$ cat config.mk
export PLATFORM = sky130hd
export DESIGN_NAME = exe_top
export DESIGN_NICKNAME = d
export VERILOG_FILES = /design/src/logic/exe_pkg.sv /design/src/logic/alu.sv /design/src/logic/radix2_divider.sv /design/src/logic/mem_access_gen.sv /design/src/logic/ex_stage.sv /design/src/logic/exe_top.sv
export VERILOG_INCLUDE_DIRS = /design/src /design/src/logic
export SDC_FILE = /design/constraint.sdc
export NUM_CORES = 2
export LEC_CHECK = 0
export BUFFER_PORTS_ARGS = -buffer_cell sky130_fd_sc_hd__buf_4
export CAP_MARGIN = 20
export CORE_UTILIZATION = 30
export DETAILED_ROUTE_END_ITERATION = 8
export HOLD_SLACK_MARGIN = 0.05
export PLACE_DENSITY_LB_ADDON = 0.12
export SLEW_MARGIN = 15
export SYNTH_ARGS = -nofsm -noshare
export SYNTH_HDL_FRONTEND = slang
export SYNTH_SLANG_ARGS = --single-unit
$ cat constraint.sdc
create_clock -name clk -period 11.9 [get_ports clk]
set_input_delay 2.38 -clock clk [delete_from_list [all_inputs] [get_ports clk]]
set_output_delay 2.38 -clock clk [all_outputs]
set_load 0.005 [all_outputs]
$ cat src/logic/exe_defines.svh
`ifndef EXE_DEFINES_SVH
`define EXE_DEFINES_SVH

`define EX_XLEN       32          // datapath width
`define EX_RADDR_W    5           // register file address
`define EX_CNT_W      64          // retire counter
`define EX_DIV_STEPS  `EX_XLEN    // one quotient bit per step

`endif

$ cat src/logic/exe_pkg.sv
package exe_pkg;

    // memory ops go through op_add for the address
    typedef enum logic [4:0] {
        op_add, op_sub, op_slt, op_sltu,
        op_and, op_or, op_nor, op_xor,
        op_sll, op_srl, op_sra, op_lui,
        op_mul_w, op_mulh_w, op_mulh_wu,
        op_div_w, op_mod_w, op_div_wu, op_mod_wu,
        op_rdcntvl, op_rdcntvh
    } exe_op_e;

    typedef enum logic [3:0] {
        mem_none,
        ld_b, ld_bu, ld_h, ld_hu, ld_w,
        st_b, st_h, st_w
    } mem_op_e;

    typedef enum logic [1:0] {
        div_idle,
        div_run,
        div_done
    } div_state_e;

endpackage

$ cat src/logic/alu.sv
`timescale 1ns/1ps
`include "exe_defines.svh"

module alu import exe_pkg::*; (
    input  exe_op_e             op,
    input  logic [`EX_XLEN-1:0] src1,
    input  logic [`EX_XLEN-1:0] src2,
    output logic [`EX_XLEN-1:0] result
);

    localparam int SHAMT_W = $clog2(`EX_XLEN);

    logic [SHAMT_W-1:0] shamt;
    logic               lt_signed;
    logic               lt_unsigned;

    assign shamt       = src2[SHAMT_W-1:0];    // only low bits count
    assign lt_signed   = $signed(src1) < $signed(src2);
    assign lt_unsigned = src1 < src2;

    always_comb begin
        case (op)
            op_add:  result = src1 + src2;
            op_sub:  result = src1 - src2;
            op_slt:  result = {{(`EX_XLEN-1){1'b0}}, lt_signed};
            op_sltu: result = {{(`EX_XLEN-1){1'b0}}, lt_unsigned};
            op_and:  result = src1 & src2;
            op_or:   result = src1 | src2;
            op_nor:  result = ~(src1 | src2);
            op_xor:  result = src1 ^ src2;
            op_sll:  result = src1 << shamt;
            op_srl:  result = src1 >> shamt;
            op_sra:  result = $unsigned($signed(src1) >>> shamt);
            op_lui:  result = src2;          // immediate already shifted by decode
            default: result = '0;            // mul/div/rdcnt handled elsewhere
        endcase
    end

endmodule

$ cat src/logic/radix2_divider.sv
`timescale 1ns/1ps
`include "exe_defines.svh"

module radix2_divider import exe_pkg::*; #(
    parameter int WIDTH = `EX_XLEN
) (
    input  logic             clk,
    input  logic             resetn,
    input  logic             start,
    input  logic             div_signed,
    input  logic [WIDTH-1:0] dividend,
    input  logic [WIDTH-1:0] divisor,
    output logic             ready,
    output logic             done,
    output logic [WIDTH-1:0] quotient,
    output logic [WIDTH-1:0] remainder
);

    localparam int CNT_W = $clog2(`EX_DIV_STEPS);

    div_state_e       state;
    logic [CNT_W-1:0] step_cnt;
    logic [WIDTH-1:0] quo_q;
    logic [WIDTH-1:0] rem_q;
    logic [WIDTH-1:0] dsr_q;
    logic             neg_quo;
    logic             neg_rem;
    logic             by_zero;
    logic [WIDTH-1:0] abs_dvd;
    logic [WIDTH-1:0] abs_dsr;
    logic [WIDTH:0]   rem_shift;
    logic [WIDTH+1:0] diff;

    assign abs_dvd = (div_signed && dividend[WIDTH-1]) ? -dividend : dividend;
    assign abs_dsr = (div_signed && divisor[WIDTH-1]) ? -divisor : divisor;

    // shift in next dividend bit, then trial subtract
    assign rem_shift = {rem_q, quo_q[WIDTH-1]};
    assign diff      = {1'b0, rem_shift} - {2'b00, dsr_q};

    always_ff @(posedge clk) begin
        if (!resetn) begin
            state    <= div_idle;
            step_cnt <= '0;
        end else begin
            case (state)
                div_idle: begin
                    if (start) begin
                        state    <= div_run;
                        step_cnt <= '0;
                    end
                end
                div_run: begin
                    step_cnt <= step_cnt + 1'b1;
                    if (step_cnt == CNT_W'(`EX_DIV_STEPS - 1)) state <= div_done;
                end
                default: state <= div_idle;  // div_done lasts one cycle
            endcase
        end
    end

    always_ff @(posedge clk) begin
        if (state == div_idle && start) begin
            quo_q   <= abs_dvd;
            rem_q   <= '0;
            dsr_q   <= abs_dsr;
            neg_quo <= div_signed & (dividend[WIDTH-1] ^ divisor[WIDTH-1]);
            neg_rem <= div_signed & dividend[WIDTH-1];
            by_zero <= (divisor == '0);
        end else if (state == div_run) begin
            if (!diff[WIDTH+1]) begin
                rem_q <= diff[WIDTH-1:0];
                quo_q <= {quo_q[WIDTH-2:0], 1'b1};
            end else begin
                rem_q <= rem_shift[WIDTH-1:0];
                quo_q <= {quo_q[WIDTH-2:0], 1'b0};
            end
        end
    end

    assign ready = (state == div_idle);
    assign done  = (state == div_done);

    // remainder already equals the dividend when divisor is zero
    assign quotient  = by_zero ? '1 : (neg_quo ? -quo_q : quo_q);
    assign remainder = neg_rem ? -rem_q : rem_q;

endmodule

$ cat src/logic/mem_access_gen.sv
`timescale 1ns/1ps
`include "exe_defines.svh"

module mem_access_gen import exe_pkg::*; (
    input  logic                   valid,
    input  mem_op_e                mem_op,
    input  logic [`EX_XLEN-1:0]    addr,
    input  logic [`EX_XLEN-1:0]    rkd_value,
    output logic                   data_sram_en,
    output logic [`EX_XLEN/8-1:0]  data_sram_we,
    output logic [`EX_XLEN-1:0]    data_sram_addr,
    output logic [`EX_XLEN-1:0]    data_sram_wdata,
    output logic                   es_ale
);

    localparam int STRB_W = `EX_XLEN / 8;

    logic              is_load;
    logic              is_store;
    logic              misalign;
    logic [STRB_W-1:0] strobe;

    assign is_load  = mem_op inside {ld_b, ld_bu, ld_h, ld_hu, ld_w};
    assign is_store = mem_op inside {st_b, st_h, st_w};
    assign misalign = (mem_op inside {ld_h, ld_hu, st_h}) & addr[0]
                    | (mem_op inside {ld_w, st_w}) & (|addr[1:0]);

    always_comb begin
        case (mem_op)
            st_b: begin
                strobe          = STRB_W'(1) << addr[1:0];
                data_sram_wdata = {4{rkd_value[7:0]}};
            end
            st_h: begin
                strobe          = STRB_W'(3) << {addr[1], 1'b0};
                data_sram_wdata = {2{rkd_value[15:0]}};
            end
            default: begin
                strobe          = {STRB_W{mem_op == st_w}};  // zero for loads
                data_sram_wdata = rkd_value;
            end
        endcase
    end

    assign es_ale         = valid & misalign;
    assign data_sram_en   = valid & (is_load | is_store) & ~misalign;
    assign data_sram_we   = strobe & {STRB_W{valid & ~misalign}};
    assign data_sram_addr = {addr[`EX_XLEN-1:2], 2'b00};   // word aligned

endmodule

$ cat src/logic/ex_stage.sv
`timescale 1ns/1ps
`include "exe_defines.svh"

module ex_stage import exe_pkg::*; (
    input  logic                     clk,
    input  logic                     resetn,
    input  logic                     ds_to_es_valid,
    input  exe_op_e                  op,
    input  mem_op_e                  mem_op,
    input  logic [`EX_XLEN-1:0]      src1,
    input  logic [`EX_XLEN-1:0]      src2,
    input  logic [`EX_XLEN-1:0]      rkd_value,
    input  logic                     rf_we,
    input  logic [`EX_RADDR_W-1:0]   rf_waddr,
    input  logic [`EX_XLEN-1:0]      pc,
    input  logic                     ms_allowin,
    output logic                     es_valid_q,
    output mem_op_e                  mem_op_q,
    output logic [`EX_XLEN-1:0]      alu_result,
    output logic [`EX_XLEN-1:0]      rkd_value_q,
    output logic                     div_start,
    output logic                     div_signed,
    output logic [`EX_XLEN-1:0]      dividend,
    output logic [`EX_XLEN-1:0]      divisor,
    input  logic                     div_ready,
    input  logic                     div_done,
    input  logic [`EX_XLEN-1:0]      quotient,
    input  logic [`EX_XLEN-1:0]      remainder,
    output logic                     es_allowin,
    output logic                     es_to_ms_valid,
    output logic [`EX_XLEN-1:0]      es_result,
    output logic                     es_rf_we,
    output logic [`EX_RADDR_W-1:0]   es_rf_waddr,
    output logic [`EX_XLEN-1:0]      es_pc,
    output logic                     es_res_from_mem
);

    exe_op_e                     op_q;
    logic [`EX_XLEN-1:0]         src1_q;
    logic [`EX_XLEN-1:0]         src2_q;
    logic                        rf_we_q;
    logic [`EX_RADDR_W-1:0]      rf_waddr_q;
    logic [`EX_XLEN-1:0]         pc_q;
    logic                        is_div;
    logic                        ready_go;
    logic                        leave;
    logic                        div_issued;
    logic                        div_done_flag;
    logic [`EX_CNT_W-1:0]        retire_cnt;
    logic signed [2*`EX_XLEN-1:0] prod_s;
    logic [2*`EX_XLEN-1:0]       prod_u;

    assign is_div         = op_q inside {op_div_w, op_mod_w, op_div_wu, op_mod_wu};
    assign ready_go       = ~is_div | div_done_flag;
    assign es_allowin     = ~es_valid_q | (ready_go & ms_allowin);
    assign es_to_ms_valid = es_valid_q & ready_go;
    assign leave          = es_to_ms_valid & ms_allowin;

    always_ff @(posedge clk) begin
        if (!resetn) es_valid_q <= 1'b0;
        else if (es_allowin) es_valid_q <= ds_to_es_valid;
    end

    always_ff @(posedge clk) begin
        if (ds_to_es_valid && es_allowin) begin
            op_q        <= op;
            mem_op_q    <= mem_op;
            src1_q      <= src1;
            src2_q      <= src2;
            rkd_value_q <= rkd_value;
            rf_we_q     <= rf_we;
            rf_waddr_q  <= rf_waddr;
            pc_q        <= pc;
        end
    end

    // one request per instruction, result kept until it leaves
    always_ff @(posedge clk) begin
        if (!resetn || leave) begin
            div_issued    <= 1'b0;
            div_done_flag <= 1'b0;
        end else begin
            if (div_start && div_ready) div_issued <= 1'b1;
            if (div_done) div_done_flag <= 1'b1;
        end
    end

    assign div_start  = es_valid_q & is_div & ~div_issued;
    assign div_signed = op_q inside {op_div_w, op_mod_w};
    assign dividend   = src1_q;
    assign divisor    = src2_q;

    always_ff @(posedge clk) begin
        if (!resetn) retire_cnt <= '0;
        else if (leave) retire_cnt <= retire_cnt + 1'b1;
    end

    alu u_alu (
        .op     (op_q),
        .src1   (src1_q),
        .src2   (src2_q),
        .result (alu_result)
    );

    assign prod_s = $signed(src1_q) * $signed(src2_q);
    assign prod_u = src1_q * src2_q;

    always_comb begin
        case (op_q)
            op_mul_w:             es_result = prod_s[`EX_XLEN-1:0];
            op_mulh_w:            es_result = prod_s[2*`EX_XLEN-1:`EX_XLEN];
            op_mulh_wu:           es_result = prod_u[2*`EX_XLEN-1:`EX_XLEN];
            op_div_w, op_div_wu:  es_result = quotient;
            op_mod_w, op_mod_wu:  es_result = remainder;
            op_rdcntvl:           es_result = retire_cnt[`EX_XLEN-1:0];
            op_rdcntvh:           es_result = retire_cnt[`EX_CNT_W-1:`EX_XLEN];
            default:              es_result = alu_result;
        endcase
    end

    assign es_rf_we        = es_valid_q & rf_we_q;
    assign es_rf_waddr     = rf_waddr_q;
    assign es_pc           = pc_q;
    assign es_res_from_mem = es_valid_q & (mem_op_q inside {ld_b, ld_bu, ld_h, ld_hu, ld_w});

endmodule

$ cat src/logic/exe_top.sv
`timescale 1ns/1ps
`include "exe_defines.svh"

module exe_top import exe_pkg::*; (
    input  logic                     clk,
    input  logic                     resetn,
    input  logic                     ds_to_es_valid,
    input  exe_op_e                  op,
    input  mem_op_e                  mem_op,
    input  logic [`EX_XLEN-1:0]      src1,
    input  logic [`EX_XLEN-1:0]      src2,
    input  logic [`EX_XLEN-1:0]      rkd_value,
    input  logic                     rf_we,
    input  logic [`EX_RADDR_W-1:0]   rf_waddr,
    input  logic [`EX_XLEN-1:0]      pc,
    input  logic                     ms_allowin,
    output logic                     es_allowin,
    output logic                     es_to_ms_valid,
    output logic [`EX_XLEN-1:0]      es_result,
    output logic                     es_rf_we,
    output logic [`EX_RADDR_W-1:0]   es_rf_waddr,
    output logic [`EX_XLEN-1:0]      es_pc,
    output logic                     es_res_from_mem,
    output logic                     es_ale,
    output logic                     data_sram_en,
    output logic [`EX_XLEN/8-1:0]    data_sram_we,
    output logic [`EX_XLEN-1:0]      data_sram_addr,
    output logic [`EX_XLEN-1:0]      data_sram_wdata
);

    logic                es_valid_q;
    mem_op_e             mem_op_q;
    logic [`EX_XLEN-1:0] alu_result;
    logic [`EX_XLEN-1:0] rkd_value_q;
    logic                div_start;
    logic                div_signed;
    logic [`EX_XLEN-1:0] dividend;
    logic [`EX_XLEN-1:0] divisor;
    logic                div_ready;
    logic                div_done;
    logic [`EX_XLEN-1:0] quotient;
    logic [`EX_XLEN-1:0] remainder;

    ex_stage u_ex_stage (
        .clk             (clk),
        .resetn          (resetn),
        .ds_to_es_valid  (ds_to_es_valid),
        .op              (op),
        .mem_op          (mem_op),
        .src1            (src1),
        .src2            (src2),
        .rkd_value       (rkd_value),
        .rf_we           (rf_we),
        .rf_waddr        (rf_waddr),
        .pc              (pc),
        .ms_allowin      (ms_allowin),
        .es_valid_q      (es_valid_q),
        .mem_op_q        (mem_op_q),
        .alu_result      (alu_result),
        .rkd_value_q     (rkd_value_q),
        .div_start       (div_start),
        .div_signed      (div_signed),
        .dividend        (dividend),
        .divisor         (divisor),
        .div_ready       (div_ready),
        .div_done        (div_done),
        .quotient        (quotient),
        .remainder       (remainder),
        .es_allowin      (es_allowin),
        .es_to_ms_valid  (es_to_ms_valid),
        .es_result       (es_result),
        .es_rf_we        (es_rf_we),
        .es_rf_waddr     (es_rf_waddr),
        .es_pc           (es_pc),
        .es_res_from_mem (es_res_from_mem)
    );

    radix2_divider #(
        .WIDTH (`EX_XLEN)
    ) u_divider (
        .clk        (clk),
        .resetn     (resetn),
        .start      (div_start),
        .div_signed (div_signed),
        .dividend   (dividend),
        .divisor    (divisor),
        .ready      (div_ready),
        .done       (div_done),
        .quotient   (quotient),
        .remainder  (remainder)
    );

    // address comes straight from the alu adder
    mem_access_gen u_mem_access_gen (
        .valid           (es_valid_q),
        .mem_op          (mem_op_q),
        .addr            (alu_result),
        .rkd_value       (rkd_value_q),
        .data_sram_en    (data_sram_en),
        .data_sram_we    (data_sram_we),
        .data_sram_addr  (data_sram_addr),
        .data_sram_wdata (data_sram_wdata),
        .es_ale          (es_ale)
    );

endmodule

==> summary.txt <==
DIE
--------------------------------------------------------------------------------------------------
Chip width ..........................................................................     505.3 um
Full die area .......................................................................  255300 um^2
Initial Util ........................................................................       0.3020
Core Rows ...........................................................................          184
Core region area ....................................................................  251600 um^2
Count of pins on the block boundary .................................................          290
Die boundary height .................................................................     505.3 um

CRITICAL PATH
--------------------------------------------------------------------------------------------------
Critical path's slowest cell ........................................................ sky130_fd_sc_hd__fa_2
Worst setup SP type .................................................................    flip-flop
Crit path top cell by count ......................................................... sky130_fd_sc_hd__buf_4
Worst EP required ...................................................................      9.52 ns
Critical Path End Type ..............................................................   output pin
Number of cells on the worst reg-to-reg path ........................................           12
Top Family by Delay on Critical Path ................................................  adder cells
WS Path Type ........................................................................ flip-flop to output pin
Worst r2r src ....................................................................... u_ex_stage.divisor[3]
Arrival time at the worst endpoint ..................................................      9.45 ns
Highest net fanout along the worst path .............................................            4
Crit Reg-Reg Endpoint ............................................................... u_divider.dsr_q[26]
Crit path buffers/inverters .........................................................           15
Delay of the slowest cell on the worst path .........................................      0.60 ns
Worst R2R Setup Slack ...............................................................      6.92 ns

CELLS AND AREA
--------------------------------------------------------------------------------------------------
Area Overhead vs Synth ..............................................................       18.52%
Post-route non-filler standard cell count ...........................................        12440
Final Util ..........................................................................       0.3579
Number of fill cells in the layout ..................................................        25960
Share of post-route cells with drive strength above 1 ...............................       0.1575
Area of combinational cells with multiple inputs ....................................   60350 um^2
Nets ................................................................................        11180
Area used by sequential logic in the layout .........................................    8428 um^2

GRT
--------------------------------------------------------------------------------------------------
Total track usage ...................................................................       0.2988
Number of global-route vias before repair ...........................................        68040
Global-route congestion overflow total ..............................................            0
Antenna violations before repair ....................................................           29
Wire length of the first global-routing pass ........................................    536600 um
Pin count of the biggest net entering global routing ................................           76

ROUTING
--------------------------------------------------------------------------------------------------
DR iter-0 viols .....................................................................         6479
Via count of the routed design ......................................................        66070
Count of antenna-violating nets left after detailed routing .........................            0
1st-pass router iterations ..........................................................            8
Mean number of vias per cell ........................................................        5.312
Post-detailed-route wirelength per cell .............................................     31.19 um
Total Wirelength ....................................................................    388000 um
Number of DRC violations after detailed routing .....................................           14

CLOCKING
--------------------------------------------------------------------------------------------------
Hold bufs inserted after CTS ........................................................            0
Sinks on Clock Net ..................................................................          316
Num CTS Buffers .....................................................................           49
Clock transition time at the flip-flop clock pins of the worst setup and hold paths .      0.08 ns
Insertion delay to the later sink of the worst-skew pair ............................      0.77 ns
Clk Tree Root Cell .................................................................. sky130_fd_sc_hd__clkbuf_16
Clk buf depth .......................................................................            3
CTS tree ............................................................................        built
H-Tree Level Count ..................................................................            2

SYNTHESIS
--------------------------------------------------------------------------------------------------
Flip-flop and latch count after synthesis ...........................................          316
Yosys warns .........................................................................            0
Sequential element share of the synthesized area ....................................       0.1109
Avg Cell Area, Syn ..................................................................   8.942 um^2
Async set-or-reset flop fraction in the synthesized netlist .........................            0
Most instantiated flip-flop cell in the synthesis netlist ........................... sky130_fd_sc_hd__edfxtp_1
Synth Instances .....................................................................         8497
Number of synthesized flops with an enable pin ......................................          210
Library cells used by synthesis .....................................................           99
Syn Std Cell Area ...................................................................   75980 um^2

STA
--------------------------------------------------------------------------------------------------
Transition time at the pin with the least slew margin ...............................     1.224 ns
Final total negative setup slack ....................................................         0 ns
Endpoints failing setup .............................................................            0
Clk_skew ............................................................................    0.1162 ns
Max-slew headroom at the worst pin ..................................................       0.1765
Final hold violation count ..........................................................            0
Worst hold slack ....................................................................    0.4512 ns
Max Transition Viols Final ..........................................................            0
Final Cycle Share ...................................................................       0.9941
Clock period minus final worst setup slack ..........................................     11.83 ns
Peak clock frequency supported by timing ............................................  0.08453 GHz
Unrepaired setup endpoints after global routing .....................................         true

PLACEMENT
--------------------------------------------------------------------------------------------------
Placed wire-length estimate .........................................................    310000 um
Count of buffers inserted at the top-level ports ....................................          287
Placed insts ........................................................................        12170
Final weighted congestion of routability-driven global placement ....................       0.9587

MIN PATH
--------------------------------------------------------------------------------------------------
Min-delay src ....................................................................... u_ex_stage.div_issued
Hold Path Sink ...................................................................... u_ex_stage.div_issued
Number of cells on the worst hold path ..............................................            2
Type of the worst min-delay path .................................................... flip-flop to flip-flop

OUTCOME
--------------------------------------------------------------------------------------------------
Outcome ............................................................................. complete, but fails checks
Violated checks ..................................................................... design-rule violations

FLOW RUN
--------------------------------------------------------------------------------------------------
Maximum Capacitance Violations ......................................................            0

[worst register-to-register path, delay by kind of cell, from the launching register on]
kind | cells | cell delay (ns)
XOR/XNOR | 1 | 0.12
buffers and inverters | 4 | 1.10
flip-flops | 1 | 0.43
AO/OA/AOI/OAI | 1 | 0.48
AND/OR/NAND/NOR | 6 | 2.69
[Yosys cell counts (19+ instances only)]
library cell,instances,area [um^2]
sky130_fd_sc_hd__o21a_1,43,322.8
sky130_fd_sc_hd__nor2b_1,30,187.7
sky130_fd_sc_hd__edfxtp_1,210,6306
sky130_fd_sc_hd__dfxtp_1,106,2122
sky130_fd_sc_hd__ha_1,522,6531
sky130_fd_sc_hd__xor2_1,84,735.7
sky130_fd_sc_hd__mux2i_1,76,760.7
sky130_fd_sc_hd__nand2b_1,44,275.3
sky130_fd_sc_hd__nand2_1,837,3142
sky130_fd_sc_hd__a2111oi_0,20,175.2
sky130_fd_sc_hd__mux4_2,59,1329
sky130_fd_sc_hd__nand3_1,103,515.5
sky130_fd_sc_hd__fa_1,1474,29510
sky130_fd_sc_hd__inv_1,1717,6445
sky130_fd_sc_hd__o21bai_1,28,210.2
sky130_fd_sc_hd__a221o_1,28,280.3
sky130_fd_sc_hd__a21oi_1,284,1421
sky130_fd_sc_hd__a221oi_1,55,481.7
sky130_fd_sc_hd__buf_1,91,341.6
sky130_fd_sc_hd__nor4_1,28,175.2
sky130_fd_sc_hd__mux2_2,27,304.0
sky130_fd_sc_hd__a21o_1,89,668.1
sky130_fd_sc_hd__o21ai_1,53,265.3
sky130_fd_sc_hd__o22ai_1,26,162.7
sky130_fd_sc_hd__nor2_1,846,3176
sky130_fd_sc_hd__nand4_1,59,369.1
sky130_fd_sc_hd__o211ai_1,41,307.8
sky130_fd_sc_hd__clkinv_1,19,71.32
sky130_fd_sc_hd__a31oi_1,32,200.2
sky130_fd_sc_hd__clkbuf_1,330,1239
sky130_fd_sc_hd__and2_1,69,431.7
sky130_fd_sc_hd__a21boi_0,21,157.7
sky130_fd_sc_hd__buf_2,22,110.1
sky130_fd_sc_hd__a22oi_1,22,165.2
sky130_fd_sc_hd__o2111ai_1,26,227.7
sky130_fd_sc_hd__nor3_1,88,440.4
sky130_fd_sc_hd__xnor2_1,194,1699
sky130_fd_sc_hd__and3_1,25,156.4
sky130_fd_sc_hd__o31ai_1,42,315.3
sky130_fd_sc_hd__a211oi_1,39,292.8
sky130_fd_sc_hd__or3_1,33,206.5
sky130_fd_sc_hd__o21ai_0,292,1461
[registers in the layout, indices dropped and copies added (netlist names), 2 cells and up]
| register | count |
|---|---|
| u_ex_stage.es_rf_waddr | 5 |
| u_ex_stage.retire_cnt | 64 |
| u_divider.dsr_q | 32 |
| u_ex_stage.divisor | 32 |
| u_ex_stage.op_q | 5 |
| u_ex_stage.es_pc | 32 |
| u_divider.quo_q | 32 |
| u_divider.step_cnt | 5 |
| u_divider.state | 2 |
| u_ex_stage.mem_op_q | 4 |
| u_ex_stage.dividend | 32 |
| u_divider.rem_q | 32 |
| u_ex_stage.rkd_value_q | 32 |
[metrics by stage]
stage	instance area (um^2)	setup slack, ns
floorplan	75990	0.5136
global placement	84770	-0.5923
detailed placement	84840	-0.5758
CTS	87820	-0.01981
global route	90040	-0.06389
finish	90060	0.07034
[final cells by class]
cell class,count,share of cell area
clock inverter,33,0.004654
inverter,1746,0.07414
antenna,8,0.0002223
tap,3348,0.04652
sequential,316,0.09359
timing repair buffer,953,0.09583
clock buffer,59,0.01482
timing repair inverter,1,0.00008336
multi-input combinational,5974,0.6701
[cells by family (layout without fill, tap and decap cells)]
family / Yosys count / count (layout) / share of synthesized area
AND/OR/NAND/NOR: 2229 / 2229 / 0.1264
buffers and inverters: 2208 / 2792 / 0.1105
flip-flops: 316 / 316 / 0.1109
other: 1 / 10 / 0.00004935
adder cells (fa/ha/maj): 1996 / 1996 / 0.4743
multiplexers: 163 / 163 / 0.03165
XOR/XNOR: 278 / 278 / 0.03204
AO/OA/AOI/OAI: 1306 / 1306 / 0.1140
[worst max path at each step]
stage / startpoint / endpoint / slack (ns) / cells after the start
floorplan: u_ex_stage.divisor[3] / es_result[23] / 0.51 / 31
global placement: u_ex_stage.dividend[20] / es_result[30] / -0.59 / 30
detailed placement: u_ex_stage.dividend[20] / es_result[14] / -0.58 / 32
CTS: u_ex_stage.dividend[29] / es_result[14] / -0.02 / 33
global route: u_ex_stage.dividend[21] / es_result[27] / -0.06 / 30
finish: u_ex_stage.dividend[31] / es_result[29] / 0.07 / 33
[layer usage]
metal  vias to the layer above  global-route usage  share of wire
li1                      28080                   -              -
met5                         -                   0        0.00034
met1                     34400              0.3962           0.41
met4                        20              0.1473          0.064
met2                      2910              0.4672           0.44
met3                       653             0.05400          0.081
[layout by cell type, fill, tap and decap left out, types with 66 or more instances in the layout]
cell type | netlist | routed
sky130_fd_sc_hd__inv_1 | 1717 | 1681
sky130_fd_sc_hd__fa_1 | 1474 | 1437
sky130_fd_sc_hd__nand2_1 | 837 | 832
sky130_fd_sc_hd__buf_4 | 16 | 813
sky130_fd_sc_hd__nor2_1 | 846 | 807
sky130_fd_sc_hd__ha_1 | 522 | 485
sky130_fd_sc_hd__o21ai_0 | 292 | 275
sky130_fd_sc_hd__a21oi_1 | 284 | 265
sky130_fd_sc_hd__edfxtp_1 | 210 | 210
sky130_fd_sc_hd__xnor2_1 | 194 | 191
sky130_fd_sc_hd__dfxtp_1 | 106 | 106
sky130_fd_sc_hd__nand3_1 | 103 | 99
sky130_fd_sc_hd__a21o_1 | 89 | 89
sky130_fd_sc_hd__xor2_1 | 84 | 84
sky130_fd_sc_hd__nor3_1 | 88 | 82
sky130_fd_sc_hd__buf_12 | 0 | 75
sky130_fd_sc_hd__mux2i_1 | 76 | 74
sky130_fd_sc_hd__and2_1 | 69 | 68
sky130_fd_sc_hd__o21ai_1 | 53 | 66
[timing repair]
action,in CTS,in global routing
hold endpoints to repair,0,0
pin swaps,15,56
gates resized for setup,146,263
cloned,4,13
endpoints found under the setup margin,32,26
buffers inserted,50,101
Power is not shown: default switching activity piles up to over one toggle a cycle in this logic, so the estimate is an artifact.
